[src/hw/spi_bridge_consts.svh]
`ifndef SPI_BRIDGE_CONSTS_SVH
`define SPI_BRIDGE_CONSTS_SVH

// width of one SPI transfer unit
`define SPI_BYTE_W 8

// register file geometry
`define REG_COUNT  8
`define REG_ADDR_W 3

// reply for reserved opcodes and malformed headers
`define ERR_REPLY  8'hEE

`endif

[src/hw/reg_cmd_pkg.sv]
// command level types for the register bridge
package reg_cmd_pkg;

    //////////////////////////////////////////////////
    // opcodes in header bits 7..5
    //////////////////////////////////////////////////

    typedef enum logic [2:0] {
        OP_READ  = 3'd0,    // reply with register
        OP_WRITE = 3'd1,    // store operand, echo it
        OP_ADD   = 3'd2,    // reg + operand, mod 256
        OP_XOR   = 3'd3,    // reg ^ operand
        OP_STAT  = 3'd4,    // error / command counters
        OP_RSV5  = 3'd5,    // reserved with error reply
        OP_RSV6  = 3'd6,
        OP_RSV7  = 3'd7
    } cmd_opcode_t;

    //////////////////////////////////////////////////
    // frame decoder states
    //////////////////////////////////////////////////

    typedef enum logic [1:0] {
        expect_header  = 2'd0,  // first byte of the frame
        expect_operand = 2'd1,  // second byte issues the command
        frame_done     = 2'd2   // extra bytes dropped until cs goes high
    } frame_state_t;

endpackage

[src/hw/spi_link_pkg.sv]
// types for the SPI slave bit engine
package spi_link_pkg;

    //////////////////////////////////////////////////
    // bit engine states
    //////////////////////////////////////////////////

    // idle waits with cs high for a frame to open
    // wait_sclk_high waits for the leading sclk edge and updates miso on it
    // wait_sclk_low waits for the trailing sclk edge and samples mosi on it
    typedef enum logic [1:0] {
        idle           = 2'd0,
        wait_sclk_high = 2'd1,
        wait_sclk_low  = 2'd2
    } spi_bit_state_t;

    // encoding 3 is unused and falls back to idle

endpackage

[src/hw/cmd_decode.sv]
`timescale 1ns/10ps
`include "spi_bridge_consts.svh"

// turns the two bytes of one cs frame into a command
module cmd_decode import reg_cmd_pkg::*; (
    input  logic                   clk,
    input  logic                   rst,
    input  logic                   byte_done,
    input  logic [`SPI_BYTE_W-1:0] rx_byte,
    input  logic                   frame_active,
    output logic                   cmd_valid,
    output cmd_opcode_t            cmd_op,
    output logic [`REG_ADDR_W-1:0] cmd_addr,
    output logic [`SPI_BYTE_W-1:0] cmd_operand,
    output logic                   cmd_bad      // reserved header bits set
);

    frame_state_t           fstate;
    logic [`SPI_BYTE_W-1:0] hdr;                // header held until the operand arrives

    always_ff @(posedge clk) begin
        if (rst) begin
            fstate    <= expect_header;
            cmd_valid <= 1'b0;
        end else begin
            cmd_valid <= 1'b0;
            if (!frame_active) begin
                fstate <= expect_header;            // short frames die here
            end else begin
                case (fstate)
                    expect_header: begin
                        if (byte_done) begin
                            fstate <= expect_operand;
                        end
                    end
                    expect_operand: begin
                        if (byte_done) begin
                            cmd_valid <= 1'b1;
                            fstate    <= frame_done;
                        end
                    end
                    frame_done: ;                   // ignore trailing bytes
                    default: fstate <= expect_header;
                endcase
            end
        end
    end

    // header layout is op[7:5] reserved[4:3] addr[2:0]
    always_ff @(posedge clk) begin
        if (byte_done && fstate == expect_header) begin
            hdr <= rx_byte;
        end
        if (byte_done && fstate == expect_operand) begin
            cmd_op      <= cmd_opcode_t'(hdr[7:5]);
            cmd_addr    <= hdr[`REG_ADDR_W-1:0];
            cmd_bad     <= |hdr[4:3];
            cmd_operand <= rx_byte;
        end
    end

endmodule

[src/hw/reg_execute.sv]
`timescale 1ns/10ps
`include "spi_bridge_consts.svh"

// eight byte register file, one command per cmd_valid
module reg_execute import reg_cmd_pkg::*; (
    input  logic                   clk,
    input  logic                   rst,
    input  logic                   cmd_valid,
    input  cmd_opcode_t            cmd_op,
    input  logic [`REG_ADDR_W-1:0] cmd_addr,
    input  logic [`SPI_BYTE_W-1:0] cmd_operand,
    input  logic                   cmd_bad,
    output logic                   exe_valid,
    output cmd_opcode_t            exe_op,
    output logic [`SPI_BYTE_W-1:0] exe_value,
    output logic                   exe_err
);

    logic [`SPI_BYTE_W-1:0] regs [`REG_COUNT];
    logic [`SPI_BYTE_W-1:0] cur;                // addressed register
    logic [`SPI_BYTE_W-1:0] result;
    logic                   wr_en;
    logic                   err;

    assign cur = regs[cmd_addr];

    //////////////////////////////////////////////////
    // opcode decode
    //////////////////////////////////////////////////

    always_comb begin
        result = cur;                           // READ and STAT leave it as is
        wr_en  = 1'b0;
        err    = cmd_bad;
        case (cmd_op)
            OP_READ:  ;
            OP_WRITE: begin
                result = cmd_operand;
                wr_en  = 1'b1;
            end
            OP_ADD: begin
                result = cur + cmd_operand;     // wraps at 256
                wr_en  = 1'b1;
            end
            OP_XOR: begin
                result = cur ^ cmd_operand;
                wr_en  = 1'b1;
            end
            OP_STAT:  ;                         // reply built downstream from counters
            default:  err = 1'b1;               // reserved opcodes
        endcase
        if (err) begin
            wr_en = 1'b0;                       // a bad command never touches the file
        end
    end

    always_ff @(posedge clk) begin
        if (rst) begin
            exe_valid <= 1'b0;
            for (int i = 0; i < `REG_COUNT; i++) begin
                regs[i] <= '0;
            end
        end else begin
            exe_valid <= cmd_valid;
            if (cmd_valid && wr_en) begin
                regs[cmd_addr] <= result;
            end
        end
    end

    always_ff @(posedge clk) begin
        if (cmd_valid) begin
            exe_op    <= cmd_op;
            exe_value <= result;
            exe_err   <= err;
        end
    end

endmodule

[src/hw/resp_result.sv]
`timescale 1ns/10ps
`include "spi_bridge_consts.svh"

// counters and the reply byte held for the next frame
module resp_result import reg_cmd_pkg::*; (
    input  logic                   clk,
    input  logic                   rst,
    input  logic                   exe_valid,
    input  cmd_opcode_t            exe_op,
    input  logic [`SPI_BYTE_W-1:0] exe_value,
    input  logic                   exe_err,
    output logic [`SPI_BYTE_W-1:0] tx_byte
);

    logic [3:0] cmd_cnt;                        // every executed command including errors
    logic [3:0] err_cnt;

    //////////////////////////////////////////////////
    // reply select and counters
    //////////////////////////////////////////////////

    always_ff @(posedge clk) begin
        if (rst) begin
            tx_byte <= '0;                      // first frame after reset replies 00
            cmd_cnt <= '0;
            err_cnt <= '0;
        end else if (exe_valid) begin
            cmd_cnt <= cmd_cnt + 1'b1;          // wraps at 16
            if (exe_err) begin
                tx_byte <= `ERR_REPLY;
                err_cnt <= err_cnt + 1'b1;
            end else if (exe_op == OP_STAT) begin
                // old counts so STAT sees itself only in the next STAT
                tx_byte <= {err_cnt, cmd_cnt};
            end else begin
                tx_byte <= exe_value;           // data opcodes echo the result
            end
        end
    end

endmodule

[src/hw/spi_reg_bridge.sv]
`timescale 1ns/10ps
`include "spi_bridge_consts.svh"

// SPI register bridge top
module spi_reg_bridge import reg_cmd_pkg::*; (
    input  logic clk,
    input  logic rst,
    input  logic cs,
    input  logic sclk,
    input  logic mosi,
    output logic miso
);

    // bit engine <-> decoder / result
    logic [`SPI_BYTE_W-1:0] rx_byte;
    logic                   byte_done;
    logic                   frame_active;
    logic [`SPI_BYTE_W-1:0] tx_byte;

    // decoder -> execute
    logic                   cmd_valid;
    cmd_opcode_t            cmd_op;
    logic [`REG_ADDR_W-1:0] cmd_addr;
    logic [`SPI_BYTE_W-1:0] cmd_operand;
    logic                   cmd_bad;

    // execute -> result
    logic                   exe_valid;
    cmd_opcode_t            exe_op;
    logic [`SPI_BYTE_W-1:0] exe_value;
    logic                   exe_err;

    spi_slave_driver #(
        .data_width (`SPI_BYTE_W)
    ) i_spi_slave_driver (
        .clk          (clk),
        .rst          (rst),
        .cs           (cs),
        .sclk         (sclk),
        .mosi         (mosi),
        .miso         (miso),
        .tx_byte      (tx_byte),
        .rx_byte      (rx_byte),
        .byte_done    (byte_done),
        .frame_active (frame_active)
    );

    cmd_decode i_cmd_decode (
        .clk          (clk),
        .rst          (rst),
        .byte_done    (byte_done),
        .rx_byte      (rx_byte),
        .frame_active (frame_active),
        .cmd_valid    (cmd_valid),
        .cmd_op       (cmd_op),
        .cmd_addr     (cmd_addr),
        .cmd_operand  (cmd_operand),
        .cmd_bad      (cmd_bad)
    );

    reg_execute i_reg_execute (
        .clk         (clk),
        .rst         (rst),
        .cmd_valid   (cmd_valid),
        .cmd_op      (cmd_op),
        .cmd_addr    (cmd_addr),
        .cmd_operand (cmd_operand),
        .cmd_bad     (cmd_bad),
        .exe_valid   (exe_valid),
        .exe_op      (exe_op),
        .exe_value   (exe_value),
        .exe_err     (exe_err)
    );

    resp_result i_resp_result (
        .clk       (clk),
        .rst       (rst),
        .exe_valid (exe_valid),
        .exe_op    (exe_op),
        .exe_value (exe_value),
        .exe_err   (exe_err),
        .tx_byte   (tx_byte)
    );

endmodule

[src/hw/spi_slave_driver.sv]
`timescale 1ns/10ps
`include "spi_bridge_consts.svh"

// SPI mode 1 slave with miso changed on sclk rise and mosi sampled on sclk fall
module spi_slave_driver import spi_link_pkg::*; #(
    parameter int data_width = `SPI_BYTE_W
) (
    input  logic                  clk,
    input  logic                  rst,
    input  logic                  cs,           // active low
    input  logic                  sclk,
    input  logic                  mosi,
    output logic                  miso,
    input  logic [data_width-1:0] tx_byte,      // reply sampled every cycle
    output logic [data_width-1:0] rx_byte,
    output logic                  byte_done,    // one cycle pulse with rx_byte
    output logic                  frame_active  // registered !cs
);

    localparam int cnt_w = $clog2(data_width + 1);

    spi_bit_state_t        state;
    logic                  sel;                 // which buffer is shifting
    logic [data_width-1:0] shreg [2];           // ping-pong shift buffers
    logic [cnt_w-1:0]      bit_cnt;             // bit in flight 1..n and 0 before the first
    logic                  work;
    logic                  load;
    logic                  sclk_fall;
    logic                  byte_wrap;
    logic [data_width-1:0] shifted;

    assign work      = sel;
    assign load      = ~sel;
    assign sclk_fall = (state == wait_sclk_low) && !sclk;
    assign byte_wrap = (bit_cnt == cnt_w'(data_width));    // last bit of a byte reached
    assign shifted   = {shreg[work][data_width-2:0], mosi};

    //////////////////////////////////////////////////
    // control
    //////////////////////////////////////////////////

    always_ff @(posedge clk) begin
        if (rst) begin
            state        <= idle;
            sel          <= 1'b0;
            bit_cnt      <= '0;
            miso         <= 1'b0;
            byte_done    <= 1'b0;
            frame_active <= 1'b0;
        end else begin
            byte_done    <= 1'b0;
            frame_active <= !cs;
            case (state)
                idle: begin
                    if (!cs) begin                          // frame opens
                        bit_cnt <= '0;
                        sel     <= ~sel;                    // preloaded reply starts shifting
                        state   <= wait_sclk_high;
                    end
                end
                wait_sclk_high: begin
                    if (sclk) begin
                        state <= wait_sclk_low;
                        if (byte_wrap) begin
                            // next byte replies from the freshly loaded buffer
                            miso    <= shreg[load][data_width-1];
                            sel     <= ~sel;
                            bit_cnt <= cnt_w'(1);
                        end else begin
                            miso    <= shreg[work][data_width-1];
                            bit_cnt <= bit_cnt + 1'b1;
                        end
                    end else if (cs) begin
                        state <= idle;                      // frame closed between bits
                    end
                end
                wait_sclk_low: begin
                    if (!sclk) begin
                        byte_done <= byte_wrap;             // eighth bit now in
                        state     <= wait_sclk_high;
                    end else if (cs) begin
                        state <= idle;                      // abort with sclk still high
                    end
                end
                default: state <= idle;
            endcase
        end
    end

    //////////////////////////////////////////////////
    // data path
    //////////////////////////////////////////////////

    always_ff @(posedge clk) begin
        shreg[load] <= tx_byte;                             // keep the spare buffer current
        if (sclk_fall) begin
            shreg[work] <= shifted;                         // msb already on miso
            if (byte_wrap) begin
                rx_byte <= shifted;
            end
        end
    end

endmodule

[config.mk]
export PLATFORM = sky130hd
export DESIGN_NAME = spi_reg_bridge
export DESIGN_NICKNAME = d
export VERILOG_FILES = /design/src/hw/reg_cmd_pkg.sv /design/src/hw/spi_link_pkg.sv /design/src/hw/cmd_decode.sv /design/src/hw/reg_execute.sv /design/src/hw/resp_result.sv /design/src/hw/spi_reg_bridge.sv /design/src/hw/spi_slave_driver.sv
export VERILOG_INCLUDE_DIRS = /design/src /design/src/hw
export SDC_FILE = /design/constraint.sdc
export NUM_CORES = 1
export LEC_CHECK = 0
export ABC_AREA = 1
export BUFFER_PORTS_ARGS = -buffer_cell sky130_fd_sc_hd__buf_2
export CORE_MARGIN = 2
export CORE_UTILIZATION = 30
export DETAILED_ROUTE_END_ITERATION = 8
export PLACE_DENSITY = 0.45
export SYNTH_ARGS = -nofsm -noshare
export SYNTH_HDL_FRONTEND = slang
export SYNTH_HIERARCHICAL = 1
export SYNTH_SLANG_ARGS = --single-unit
[constraint.sdc]
create_clock -name clk -period 6.1 [get_ports clk]
set_input_delay 0.61 -clock clk [delete_from_list [all_inputs] [get_ports clk]]
set_output_delay 0.61 -clock clk [all_outputs]
set_load 0.005 [all_outputs]
Word level (Yosys, flattened, before mapping)
Memory sizes are Yosys's and may differ from the RTL's. A register that Yosys moved wholly into a read port is not among the register bits.
Cells that the tools add are included.

word-level totals
  register bits after elaboration = 73
  RAM bits = 80
  output and inout bits = 1
  memories kept = 2

operators by class
  add/sub/neg operators = 4
  equality and inequality tests = 15
  mux-type cells = 37
  bitwise logic cells = 6
  reduce and logical (&&, ||, !) cells = 23

memories
  name                      depth  bits a word  rd ports  clocked after Yosys merged registers in  write ports  line                    text
  i_reg_execute.regs        8      8            1         1                                        8            reg_execute.sv:19       logic [`SPI_BYTE_W-1:0] regs [`REG_COUNT];
  i_spi_slave_driver.shreg  2      8            2         1                                        2            spi_slave_driver.sv:24  logic [data_width-1:0] shreg [2];

operators by type and width
  cell                 number
  $mux 8               3
  $pmux 8 s3           1
  $mux 1               18
  $add 4x1->4 const B  3
  $mux 2               6
  $mux 4               3
  $pmux 2 s3           2
  $reduce_or 3->1      3
  $add 8x8->8          1
  $ne 2x2->1 const B   4
  $pmux 4 s2           1
  $reduce_or 8->1      1
  $xor 8x8->8          1
  $eq 3x2->1 const B   2
  $eq 3x3->1 const B   2
  $mux 3               2
  $reduce_and 2->1     3
  $reduce_and 3->1     2
  $not 1->1            5
  $reduce_or 5->1      1
  $eq 2x1->1 const B   2
  $eq 2x2->1 const B   2
  $eq 4x4->1 const B   1
  $logic_and 1x1->1    4
  9 further kinds      12

Depth between registers and ports, before layout
Gate-level depths: netlist of the first run.

  depth after elaboration = 10
  depth in mapped cells = 19
  mapped depth without buffers = 18

Hierarchy
Netlist of the first run, hierarchy kept.

by module, submodules not included
  module            instances  cells each  area each (um^2)
  reg_execute       1          381         3779.9
  spi_slave_driver  1          171         1575.3
  cmd_decode        1          43          847.1
  resp_result       1          114         787.0

Least setup slack after synthesis of the first run
OpenSTA, ideal clock, no wires.

  kind = reg-to-reg
  from = register i_cmd_decode.cmd_addr[0]
  to = memory i_reg_execute/regs[0][3] in the netlist's numbering (data pin)
  library setup time = 0.281 ns
  arrival time = 2.454 ns
  required time = 5.819 ns
  path slack = 3.365 ns
  stages on the path, launching flop included = 16
  buffers on the path = 1
  cells stage by stage = edfxtp_1 buf_4 nand3_1 clkinv_1 a22o_2 nor2_1 nand2_1 ha_1 nand2_1 inv_1 nand2_1 nand3_1 a21oi_1 nor2_1 a22oi_1 a21oi_1

RTL lines
  what                    line               text
  from (decl)             cmd_decode.sv:13   output logic [`REG_ADDR_W-1:0] cmd_addr,
  from (signal assigned)  cmd_decode.sv:56   cmd_addr <= hdr[`REG_ADDR_W-1:0];
  to (decl)               reg_execute.sv:19

==> flow_metrics.py, run 1 <==
metrics = {
    "yosys": {
        "mean_cell_area_of_the_mapped_netlist_um2": 9.86,
        "synth_enable_flop_cells": 123,
        "post_synth_xor_area_fraction_pct": 0,
        "adder_cell_share_of_the_synthesized_area_pct": 2.26,
        "ys_ff_latch": 154,
        "syn_nets": 726,
        "synth.area.mux_share_pct": 0,
        "netlist_instances": 709,
        "post_synthesis_cell_area_um2": 6990,
        "synth-simple-area-share_pct": 23.2,
        "synth.yosys.warnings": 6,
        "synth_compound_gate_area_share_pct": 7.88,
        "synth_top_family_by_area": "simple AND/OR/NAND/NOR gates",
        "ys_types": 39,
        "postSynth.asyncResetShare_pct": 0,
        "yosysSeqAreaShare_pct": 61.7,
        "dominantRegCellSynth": "sky130_fd_sc_hd__edfxtp_1",
    },
    "floorplan": {
        "core_region_area_um2": 22800,
        "core.rowCount": 55,
        "height_of_the_die_um": 157,
        "io_pins": 6,
        "floorplan.die_area_um2": 24500,
        "initial_utilization_pct": 30.7,
        "chipWidth_um": 157,
    },
    "routing": {
        "initial_detailed_routing_violation_count": 388,
        "ant_nets": 0,
        "drt_drc_violations_left": 0,
        "finalWirelength_um": 16900,
        "wl_per_cell_um": 16.1,
        "vias_per_cell": 4.74,
        "total_via_count_after_detailed_routing": 4974,
        "firstDrtPassIters": 5,
    },
    "final_layout": {
        "filler_cell_count": 2314,
        "layout-drive-gt1-share_pct": 11.3,
        "layoutNonFillerInstCount": 1050,
        "finish.net_count": 741,
        "n_antenna_cell": 0,
        "p_r_area_growth_vs_syn_pct": 13.1,
    },
    "grt": {
        "grt.overflow.total": 0,
        "grt_start_max_net_pins": 26,
        "initial_antenna_violation_count": 0,
        "grt_pass1_wl_um": 26700,
        "grt.total_usage_pct": 14.7,
        "first_global_vias": 4876,
    },
    "cts": {
        "clkSinkCount": 154,
        "htree_levels": 4,
        "post_cts_resized": 0,
        "worstSkewPairLatency_ns": 0.42,
        "clkSlewWorstSetupHoldPaths_ns": 0.06,
        "holdBufCountCts": 0,
        "tritoncts": "built",
        "number_of_clock_buffers_inserted_by_tritoncts": 17,
        "clk_path_buf_depth": 2,
        "root_buffer": "sky130_fd_sc_hd__clkbuf_16",
        "post_cts.repair.setup_buffers": 0,
    },
    "timing": {
        "fmax_ghz": 0.257,
        "rsz_0062_raised_after_global_routing": "no",
        "worst_pin_slew_ns": 1.07,
        "fin_worst_skew_ns": 0.0103,
        "maxSlewHeadroom_pct": 28.6,
        "report.final.setup_viol": 0,
        "fin_crit_ns": 3.89,
        "final.period_utilization_pct": 63.8,
        "final-hold-violation-count": 0,
        "setup_tns_ns": 0,
        "max_slew_vio_count": 0,
    },
    "worst_hold_path": {
        "hp-class": "in2reg",
        "holdPathEnd": "i_spi_slave_driver/frame_active$_SDFF_PP0_",
        "min_from": "cs",
        "hold_depth": 2,
    },
    "placed_design": {
        "globalplace.congestion": 0.859,
        "port_bufs": 5,
        "place_hpwl_um": 11800,
        "dpl.cell_count": 1018,
    },
    "critical_path": {
        "start_kind": "flop",
        "crit_path_end_kind": "flop",
        "crit_path_kind": "reg2reg",
        "worstReg2RegEnd": "i_reg_execute/regs[6][2]$_SDFFCE_PN0P_",
        "data_arrival_time_of_the_critical_path_ns": 4.01,
        "critPathMaxFanout": 11,
        "worst_case_reg_to_reg_path_depth": 11,
        "critical_path.reg2reg.startpoint": "i_cmd_decode/cmd_addr[0]$_DFFE_PP_",
        "worst_path_required_time_ns": 6.22,
        "worst_reg2reg_setup_slack_ns": 2.21,
    },
    "power": {
        "internal_power_contribution_mw": 1.78,
        "pwr-share-clk_pct": 44.3,
        "power.static_leakage_nw": 3.03,
        "power.share.sequential_pct": 52.4,
        "comb_power_share_pct": 3.3,
        "switching_power_mw": 0.468,
        "power.switching_fraction_pct": 20.8,
        "power_density_nw_per_um2": 285,
        "peakVddDrop_v": 0.000163,
    },
    "run_status": {
        "outcome": "finished, final reports clean",
    },
    "run": {
        "drv.max_cap_violation_count": 0,
    },
}
synthesized netlist by cell type, types with 2 or more instances:
master / number / share of area (%)
sky130_fd_sc_hd__nand2_1: 191 / 10
sky130_fd_sc_hd__edfxtp_1: 123 / 53
sky130_fd_sc_hd__nor2_1: 86 / 4.6
sky130_fd_sc_hd__inv_1: 59 / 3.2
sky130_fd_sc_hd__a21oi_1: 55 / 3.9
sky130_fd_sc_hd__nand3_1: 38 / 2.7
sky130_fd_sc_hd__dfxtp_1: 31 / 8.9
sky130_fd_sc_hd__o21ai_1: 15 / 1.1
sky130_fd_sc_hd__nand2_2: 14 / 1.3
sky130_fd_sc_hd__inv_2: 13 / 0.70
sky130_fd_sc_hd__o21ai_0: 12 / 0.86
sky130_fd_sc_hd__ha_1: 11 / 2.0
sky130_fd_sc_hd__a22oi_1: 10 / 1.1
sky130_fd_sc_hd__nand4_1: 7 / 0.63
sky130_fd_sc_hd__nor2_4: 7 / 1.1
sky130_fd_sc_hd__buf_6: 3 / 0.48
sky130_fd_sc_hd__nand3_2: 3 / 0.43
sky130_fd_sc_hd__nor3_1: 3 / 0.21
sky130_fd_sc_hd__a21oi_2: 2 / 0.25
sky130_fd_sc_hd__buf_2: 2 / 0.14
sky130_fd_sc_hd__buf_4: 2 / 0.21
sky130_fd_sc_hd__clkinv_1: 2 / 0.11
sky130_fd_sc_hd__nor2_2: 2 / 0.18
sky130_fd_sc_hd__nor3_4: 2 / 0.47
sky130_fd_sc_hd__or2_2: 2 / 0.18
kinds of logic (layout without fill, tap and decap cells):
kind of cell               Yosys count  after routing
and+or+nand+nor                    360            360
AOI/OAI and AO/OA                  100            100
adders and majority gates           12             12
buffers and inverters               83            111
DFF                                154            154
per-layer routing:
metal / wire (um) / global-route usage (%) / vias to the layer above
met3: 826 / 4.13 / 26
met1: 7620 / 18.9 / 2398
li1: - / - / 2418
met5: 0 / 0 / -
met2: 7960 / 23.2 / 132
met4: 546 / 6.16 / 0
through the flow:
| stage | utilization (%) | hold WS, ns | power (mW) | area, um2 | worst slack, ns |
|---|---|---|---|---|---|
| after floorplan | - | 0.400 | 1.25 | 6990 | 3.37 |
| after global routing | 34.7 | 0.350 | 2.34 | 7910 | 1.94 |
| after global placement | 32.2 | 0.401 | 1.28 | 7340 | 2.23 |
| after CTS | 34.7 | 0.358 | 2.28 | 7910 | 2.16 |
| after detailed placement | 32.2 | 0.405 | 1.28 | 7340 | 2.18 |
| final | 34.7 | 0.378 | 2.25 | 7910 | 2.21 |
worst max path at each step:
stage | from | end | slack, ns
after floorplan | i_cmd_decode/cmd_addr[0]$_DFFE_PP_ | i_reg_execute/regs[0][3]$_SDFFCE_PN0P_ | 3.37
final | i_cmd_decode/cmd_addr[0]$_DFFE_PP_ | i_reg_execute/regs[6][2]$_SDFFCE_PN0P_ | 2.21
after global routing | i_cmd_decode/cmd_addr[0]$_DFFE_PP_ | i_reg_execute/regs[0][2]$_SDFFCE_PN0P_ | 1.94
after global placement | i_cmd_decode/cmd_addr[0]$_DFFE_PP_ | i_reg_execute/regs[5][2]$_SDFFCE_PN0P_ | 2.23
after detailed placement | i_cmd_decode/cmd_addr[0]$_DFFE_PP_ | i_reg_execute/regs[6][2]$_SDFFCE_PN0P_ | 2.18
after CTS | i_cmd_decode/cmd_addr[0]$_DFFE_PP_ | i_reg_execute/regs[6][2]$_SDFFCE_PN0P_ | 2.16
power groups by stage:
stage / registers, mW / clock network, mW / logic [mW]
2_1_floorplan: 1.19 / 0 / 0.0525
3_3_place_gp: 1.20 / 0 / 0.0742
3_5_place_dp: 1.20 / 0 / 0.0751
4_1_cts: 1.18 / 1.02 / 0.0756
5_1_grt: 1.18 / 1.07 / 0.0849
6_report: 1.18 / 0.997 / 0.0746
registers in the layout, summed over array words and instances (netlist names), 3 cells and up, named ones only:
name,count
i_reg_execute/regs,64
i_spi_slave_driver/rx_byte,8
i_reg_execute/exe_op,3
i_resp_result/cmd_cnt,4
i_spi_slave_driver/bit_cnt,4
i_cmd_decode/cmd_addr,3
i_cmd_decode/cmd_operand,8
i_cmd_decode/hdr,8
i_resp_result/tx_byte,8
i_cmd_decode/cmd_op,3
i_resp_result/err_cnt,4
i_reg_execute/exe_value,8
i_spi_slave_driver/shreg,16
cell usage in the layout, fill, tap and decap left out, types with 7 or more instances in the layout:
master	count
sky130_fd_sc_hd__a21oi_1	55
sky130_fd_sc_hd__a22oi_1	10
sky130_fd_sc_hd__inv_2	13
sky130_fd_sc_hd__nand2_2	14
sky130_fd_sc_hd__nand3_1	38
sky130_fd_sc_hd__nor2_1	86
sky130_fd_sc_hd__ha_1	11
sky130_fd_sc_hd__clkbuf_16	19
sky130_fd_sc_hd__nand4_1	7
sky130_fd_sc_hd__edfxtp_1	123
sky130_fd_sc_hd__nor2_4	7
sky130_fd_sc_hd__o21ai_1	15
sky130_fd_sc_hd__inv_1	59
sky130_fd_sc_hd__nand2_1	191
sky130_fd_sc_hd__dfxtp_1	31
sky130_fd_sc_hd__o21ai_0	12
worst max-delay path, cell delays in order (launching register included):
cell and delay [ns]:
sky130_fd_sc_hd__edfxtp_1 0.58, sky130_fd_sc_hd__inv_2 0.18, sky130_fd_sc_hd__nand3_1 0.11, sky130_fd_sc_hd__inv_1 0.14, sky130_fd_sc_hd__a22oi_1 0.38, sky130_fd_sc_hd__nand4_1 0.25, sky130_fd_sc_hd__ha_1 0.31, sky130_fd_sc_hd__fa_1 0.44
sky130_fd_sc_hd__a21oi_1 0.18, sky130_fd_sc_hd__nor2_1 0.06, sky130_fd_sc_hd__a22oi_1 0.80, sky130_fd_sc_hd__a21oi_1 0.16
area by class of cell:
| cell class | count | area [um2] | area share [%] |
|---|---|---|---|
| Sequential cell | 154 | 4310 | 54.6 |
| Multi-Input combinational cell | 472 | 2330 | 29.5 |
| Clock buffer | 27 | 536 | 6.77 |
| Tap cell | 313 | 392 | 4.95 |
| Inverter | 74 | 278 | 3.51 |
| Clock inverter | 5 | 32.5 | 0.411 |
| Timing Repair Buffer | 5 | 25.0 | 0.317 |
(Power assumes the default switching activity.)
==> run 2, diff against run 1 <==
Clock period 6.1 ns to 3.89 ns, I/O delays scaled along.
==> run 2 against run 1 <==
  * Sequential power grew 57%
  * Sequential share of layout area shrank 0.59 points
  * Via count is essentially flat
  * Core utilization grew 0.38 points
  * Cell count grew 0.38%
  * Clock power grew 75%
  * Critical path type unchanged
  * Largest power group unchanged
==> flow_metrics.py, run 2 (synthesized netlist as in run 1, its figures left out) <==
metrics = {
    "run_status": {
        "outcome": "finished, final reports clean",
    },
    "cts": {
        "htree_levels": 4,
        "clk_path_buf_depth": 2,
        "tritoncts": "built",
        "holdBufCountCts": 0,
        "post_cts_resized": 0,
        "post_cts.repair.setup_buffers": 0,
        "clkSinkCount": 154,
        "root_buffer": "sky130_fd_sc_hd__clkbuf_16",
        "clkSlewWorstSetupHoldPaths_ns": 0.06,
        "worstSkewPairLatency_ns": 0.42,
        "number_of_clock_buffers_inserted_by_tritoncts": 17,
    },
    "critical_path": {
        "data_arrival_time_of_the_critical_path_ns": 3.64,
        "critical_path_origin": "i_cmd_decode/cmd_addr[0]$_DFFE_PP_",
        "crit_path_end_kind": "flop",
        "crit_path_kind": "reg2reg",
        "worst_path_required_time_ns": 4.05,
        "start_kind": "flop",
        "critPathMaxFanout": 11,
        "critical_path.reg2reg.startpoint": "i_cmd_decode/cmd_addr[0]$_DFFE_PP_",
    },
    "timing": {
        "rsz_0062_raised_after_global_routing": "no",
        "final.period_utilization_pct": 89.3,
        "fmax_ghz": 0.288,
        "worst_pin_slew_ns": 0.831,
        "final-hold-violation-count": 0,
        "report.final.setup_viol": 0,
        "setup_tns_ns": 0,
        "timing.final.ws_setup_ns": 0.416,
        "max_slew_vio_count": 0,
        "final.hold.worst_slack_ns": 0.162,
        "fin_crit_ns": 3.47,
        "maxSlewHeadroom_pct": 44.2,
        "fin_worst_skew_ns": 0.0130,
    },
    "routing": {
        "total_via_count_after_detailed_routing": 4972,
        "firstDrtPassIters": 5,
        "wl_per_cell_um": 15.9,
        "drt_drc_violations_left": 0,
        "ant_nets": 0,
        "finalWirelength_um": 16800,
        "vias_per_cell": 4.72,
        "initial_detailed_routing_violation_count": 309,
    },
    "placed_design": {
        "instance_area_after_placement_um2": 7370,
        "port_bufs": 5,
        "dpl.cell_count": 1022,
        "dp_slack_ns": 0.482,
        "globalplace.congestion": 0.884,
        "place_hpwl_um": 12100,
    },
    "grt": {
        "initial_antenna_violation_count": 0,
        "grt_start_max_net_pins": 26,
        "grt.overflow.total": 0,
        "grt.total_usage_pct": 14.5,
        "first_global_vias": 4890,
        "grt_pass1_wl_um": 26700,
    },
    "floorplan": {
        "initial_utilization_pct": 30.7,
        "height_of_the_die_um": 157,
        "core.rowCount": 55,
        "core_region_area_um2": 22800,
        "chipWidth_um": 157,
        "io_pins": 6,
        "floorplan.die_area_um2": 24500,
    },
    "final_layout": {
        "max_reg_flops": 64,
        "n_antenna_cell": 0,
        "final_core_util_pct": 35.1,
        "layoutNonFillerInstCount": 1054,
        "p_r_area_growth_vs_syn_pct": 14.4,
        "layout-drive-gt1-share_pct": 12.3,
        "top_register": "i_reg_execute/regs",
        "finish.net_count": 745,
        "layout.cells.most_common": "sky130_fd_sc_hd__nand2_1",
        "reg.largest.list": "i_reg_execute/regs: 64 flops, i_spi_slave_driver/shreg: 16 flops",
        "design_area_um2": 7990,
        "final_cell_mix": "sky130_fd_sc_hd__nand2_1, sky130_fd_sc_hd__edfxtp_1, sky130_fd_sc_hd__nor2_1",
    },
    "power": {
        "peakVddDrop_v": 0.000270,
        "power_density_nw_per_um2": 464,
        "power.switching_fraction_pct": 21.1,
        "comb_power_share_pct": 3.1,
        "power.static_leakage_nw": 3.08,
        "internal_power_contribution_mw": 2.93,
        "power.share.sequential_pct": 49.9,
        "pwr-share-clk_pct": 47.0,
        "totalPowerFinal_mw": 3.71,
        "switching_power_mw": 0.781,
    },
    "worst_hold_path": {
        "min_from": "cs",
        "hp-class": "in2reg",
    },
    "run": {
        "drv.max_cap_violation_count": 0,
    },
}
[run 2: layout make-up]
type | count | area, um2
sequential | 154 | 4310
multi-input combinational | 472 | 2330
inverter | 74 | 278
timing repair buffer | 9 | 55.1
fill | 2340 | 14800
clock buffer | 17 | 425
clock inverter | 15 | 199
tap | 313 | 392
[run 2: worst max-delay path, stage by stage (launching register included)]
cell and delay (ns):
sky130_fd_sc_hd__edfxtp_1 0.60, sky130_fd_sc_hd__inv_2 0.19, sky130_fd_sc_hd__nand3_1 0.11, sky130_fd_sc_hd__inv_1 0.14, sky130_fd_sc_hd__a22oi_1 0.27, sky130_fd_sc_hd__nand4_1 0.22, sky130_fd_sc_hd__ha_1 0.30, sky130_fd_sc_hd__fa_1 0.44
sky130_fd_sc_hd__nand3_1 0.10, sky130_fd_sc_hd__nand2_1 0.10, sky130_fd_sc_hd__nand2_1 0.11, sky130_fd_sc_hd__o22ai_1 0.10, sky130_fd_sc_hd__nor2_1 0.10, sky130_fd_sc_hd__nor2_1 0.07, sky130_fd_sc_hd__nor2_4 0.28, sky130_fd_sc_hd__inv_1 0.08
[run 2: power by group through the flow]
stage	sequential [mW]	combinational [mW]	clock (mW)
global placement	1.89	0.114	0
detailed placement	1.89	0.115	0
floorplan	1.87	0.0823	0
global route	1.85	0.130	1.85
finish	1.85	0.115	1.74
CTS	1.85	0.116	1.78
[run 2: per-layer routing]
metal  wire length (um)  global-route usage (%)  vias up
li1                   -                       -     2431
met1               7640                    18.6     2398
met2               8060                    24.0      117
met3                744                    3.38       26
met4                338                    5.37        0
met5                  0                       0        -
[run 2: final timing paths]
path / endpoint / slack, ns / cells after the start
hold / removal: i_spi_slave_driver/frame_active$_SDFF_PP0_ / 0.16 / 2
hold reg to reg: i_cmd_decode/cmd_op[0]$_DFFE_PP_ / 0.42 / 0
setup / recovery: i_reg_execute/exe_value[6]$_DFFE_PP_ / 0.42 / 15
setup reg to reg: i_reg_execute/exe_value[6]$_DFFE_PP_ / 0.42 / 15
==> run 3, diff against run 2 <==
Settings changed: CAP_MARGIN from default to 20, CORE_UTILIZATION 30 to 35, PLACE_DENSITY 0.45 to 0.5.
==> run 3 against run 2 <==
  * Fmax increased by 2.0%
  * First-iteration DRC count increased by 23%
  * Routed wire length decreased by 2.9%
  * Largest power group unchanged
==> flow_metrics.py, run 3 (synthesized netlist as in run 1, its figures left out) <==
metrics = {
    "power": {
        "peakVddDrop_v": 0.000354,
        "power.static_leakage_nw": 3.06,
        "power_density_nw_per_um2": 450,
        "totalPowerFinal_mw": 3.55,
    },
    "final_layout": {
        "finish.net_count": 745,
        "layout-drive-gt1-share_pct": 12.3,
        "top_register": "i_reg_execute/regs",
        "filler_cell_count": 1941,
        "multiInputGateArea_um2": 2330,
        "max_reg_flops": 64,
        "final-seq-area_um2": 4310,
        "final_cell_mix": "sky130_fd_sc_hd__nand2_1, sky130_fd_sc_hd__edfxtp_1, sky130_fd_sc_hd__nor2_1",
        "final_core_util_pct": 40.4,
        "p_r_area_growth_vs_syn_pct": 12.8,
        "layout.cells.most_common": "sky130_fd_sc_hd__nand2_1",
        "n_antenna_cell": 0,
        "reg.largest.list": "i_reg_execute/regs: 64 flops, i_spi_slave_driver/shreg: 16 flops",
    },
    "timing": {
        "final.hold.worst_slack_ns": 0.166,
        "fin_crit_ns": 3.41,
        "maxSlewHeadroom_pct": 47.6,
        "fin_worst_skew_ns": 0.00685,
        "final.period_utilization_pct": 87.6,
        "rsz_0062_raised_after_global_routing": "no",
        "setup_tns_ns": 0,
        "fmax_ghz": 0.294,
        "report.final.setup_viol": 0,
        "worst_pin_slew_ns": 0.785,
        "timing.final.ws_setup_ns": 0.483,
        "final-hold-violation-count": 0,
        "max_slew_vio_count": 0,
    },
    "floorplan": {
        "initial_utilization_pct": 35.8,
        "io_pins": 6,
        "chipWidth_um": 145,
        "core.rowCount": 51,
        "height_of_the_die_um": 145,
        "floorplan.die_area_um2": 21100,
        "core_region_area_um2": 19500,
    },
    "critical_path": {
        "worstReg2RegEnd": "i_reg_execute/exe_value[6]$_DFFE_PP_",
        "crit_path_end_kind": "flop",
        "critical_path.reg2reg.startpoint": "i_cmd_decode/cmd_addr[0]$_DFFE_PP_",
        "worst_path_required_time_ns": 4.05,
        "crit_path_kind": "reg2reg",
        "critPathMaxFanout": 11,
        "critical_path_origin": "i_cmd_decode/cmd_addr[0]$_DFFE_PP_",
        "worst_case_reg_to_reg_path_depth": 15,
        "worst_reg2reg_setup_slack_ns": 0.48,
        "data_arrival_time_of_the_critical_path_ns": 3.57,
        "start_kind": "flop",
    },
    "worst_hold_path": {
        "min_from": "cs",
        "hold_depth": 2,
        "hp-class": "in2reg",
        "holdPathEnd": "i_spi_slave_driver/frame_active$_SDFF_PP0_",
    },
    "grt": {
        "gr-usage-met2_pct": 27.2,
        "initial_antenna_violation_count": 0,
        "grt.total_usage_pct": 16.1,
        "first_global_vias": 4831,
        "global_route.usage.met3_pct": 4.06,
        "highest_utilization_routing_layer_at_the_global_route_stage": "met2",
        "grt_start_max_net_pins": 26,
        "met1_usage_pct": 20.4,
        "grt_pass1_wl_um": 26200,
        "grt.overflow.total": 0,
    },
    "placed_design": {
        "place_hpwl_um": 11600,
        "globalplace.congestion": 0.869,
        "port_bufs": 5,
        "dp_slack_ns": 0.509,
    },
    "cts": {
        "post_cts_resized": 0,
        "number_of_clock_buffers_inserted_by_tritoncts": 17,
        "clk_path_buf_depth": 2,
        "htree_levels": 4,
        "worstSkewPairLatency_ns": 0.42,
        "root_buffer": "sky130_fd_sc_hd__clkbuf_16",
        "post_cts.repair.setup_buffers": 0,
        "holdBufCountCts": 0,
        "clkSinkCount": 154,
        "clkSlewWorstSetupHoldPaths_ns": 0.06,
        "tritoncts": "built",
    },
    "routing": {
        "firstDrtPassIters": 4,
        "ant_nets": 0,
        "wl_per_cell_um": 16.2,
        "initial_detailed_routing_violation_count": 379,
        "total_via_count_after_detailed_routing": 4972,
        "finalWirelength_um": 16300,
        "vias_per_cell": 4.94,
        "drt_drc_violations_left": 0,
    },
    "run_status": {
        "outcome": "finished, final reports clean",
    },
    "run": {
        "drv.max_cap_violation_count": 0,
    },
}
run 3: cell count changes in the layout (fill, tap and decap cells not counted), sizes merged:
cell	before	now
clkbuf	17	23
bufinv	4	0
clkinv	11	8
inv	73	74
run 3: worst max-delay path, stage by stage (launching register included):
cell	delay (ns)
sky130_fd_sc_hd__edfxtp_1	0.59
sky130_fd_sc_hd__inv_2	0.19
sky130_fd_sc_hd__nand3_1	0.11
sky130_fd_sc_hd__inv_1	0.14
sky130_fd_sc_hd__a22oi_1	0.25
sky130_fd_sc_hd__nand4_1	0.22
sky130_fd_sc_hd__ha_1	0.30
sky130_fd_sc_hd__fa_1	0.43
sky130_fd_sc_hd__nand3_1	0.09
sky130_fd_sc_hd__nand2_1	0.08
sky130_fd_sc_hd__nand2_1	0.08
sky130_fd_sc_hd__o22ai_1	0.10
sky130_fd_sc_hd__nor2_1	0.12
sky130_fd_sc_hd__nor2_1	0.08
sky130_fd_sc_hd__nor2_4	0.27
sky130_fd_sc_hd__inv_1	0.08
run 3: through the flow:
| step | instances | cell area, um2 |
|---|---|---|
| 6_report | 1006 | 7890 |
| 2_1_floorplan | 709 | 6990 |
| 3_5_place_dp | 974 | 7310 |
| 4_1_cts | 1006 | 7890 |
| 5_1_grt | 1006 | 7890 |
| 3_3_place_gp | 974 | 7310 |
run 3: how the worst max path moves through the flow:
| stage | to | slack (ns) | cells after the start |
|---|---|---|---|
| floorplan | i_reg_execute/regs[0][3]$_SDFFCE_PN0P_ | 1.16 | 15 |
| global placement | i_reg_execute/exe_value[4]$_DFFE_PP_ | 0.60 | 13 |
| CTS | i_reg_execute/exe_value[6]$_DFFE_PP_ | 0.50 | 15 |
| detailed placement | i_reg_execute/regs[2][6]$_SDFFCE_PN0P_ | 0.51 | 15 |
| finish | i_reg_execute/exe_value[6]$_DFFE_PP_ | 0.48 | 15 |
| global route | i_reg_execute/regs[6][6]$_SDFFCE_PN0P_ | 0.22 | 17 |
run 3: power breakdown:
part | switching, mW | internal (mW) | total (mW)
clock network | 0.641 | 0.941 | 1.58
logic | 0.0871 | 0.0277 | 0.115
registers | 0.0254 | 1.82 | 1.85
total | 0.753 | 2.79 | 3.55
run 3: cell type report:
cell class | count | area share [%]
Sequential cell | 154 | 54.7
Multi-Input combinational cell | 472 | 29.5
Clock buffer | 23 | 6.60
Tap cell | 265 | 4.20
Inverter | 74 | 3.52
Clock inverter | 9 | 0.730
Timing Repair Buffer | 9 | 0.698
run 3: layer usage:
layer	part of all wire, %	vias to the layer above
met4	1.6	0
li1	-	2438
met5	0	-
met3	4.4	17
met1	45	2401
met2	49	116
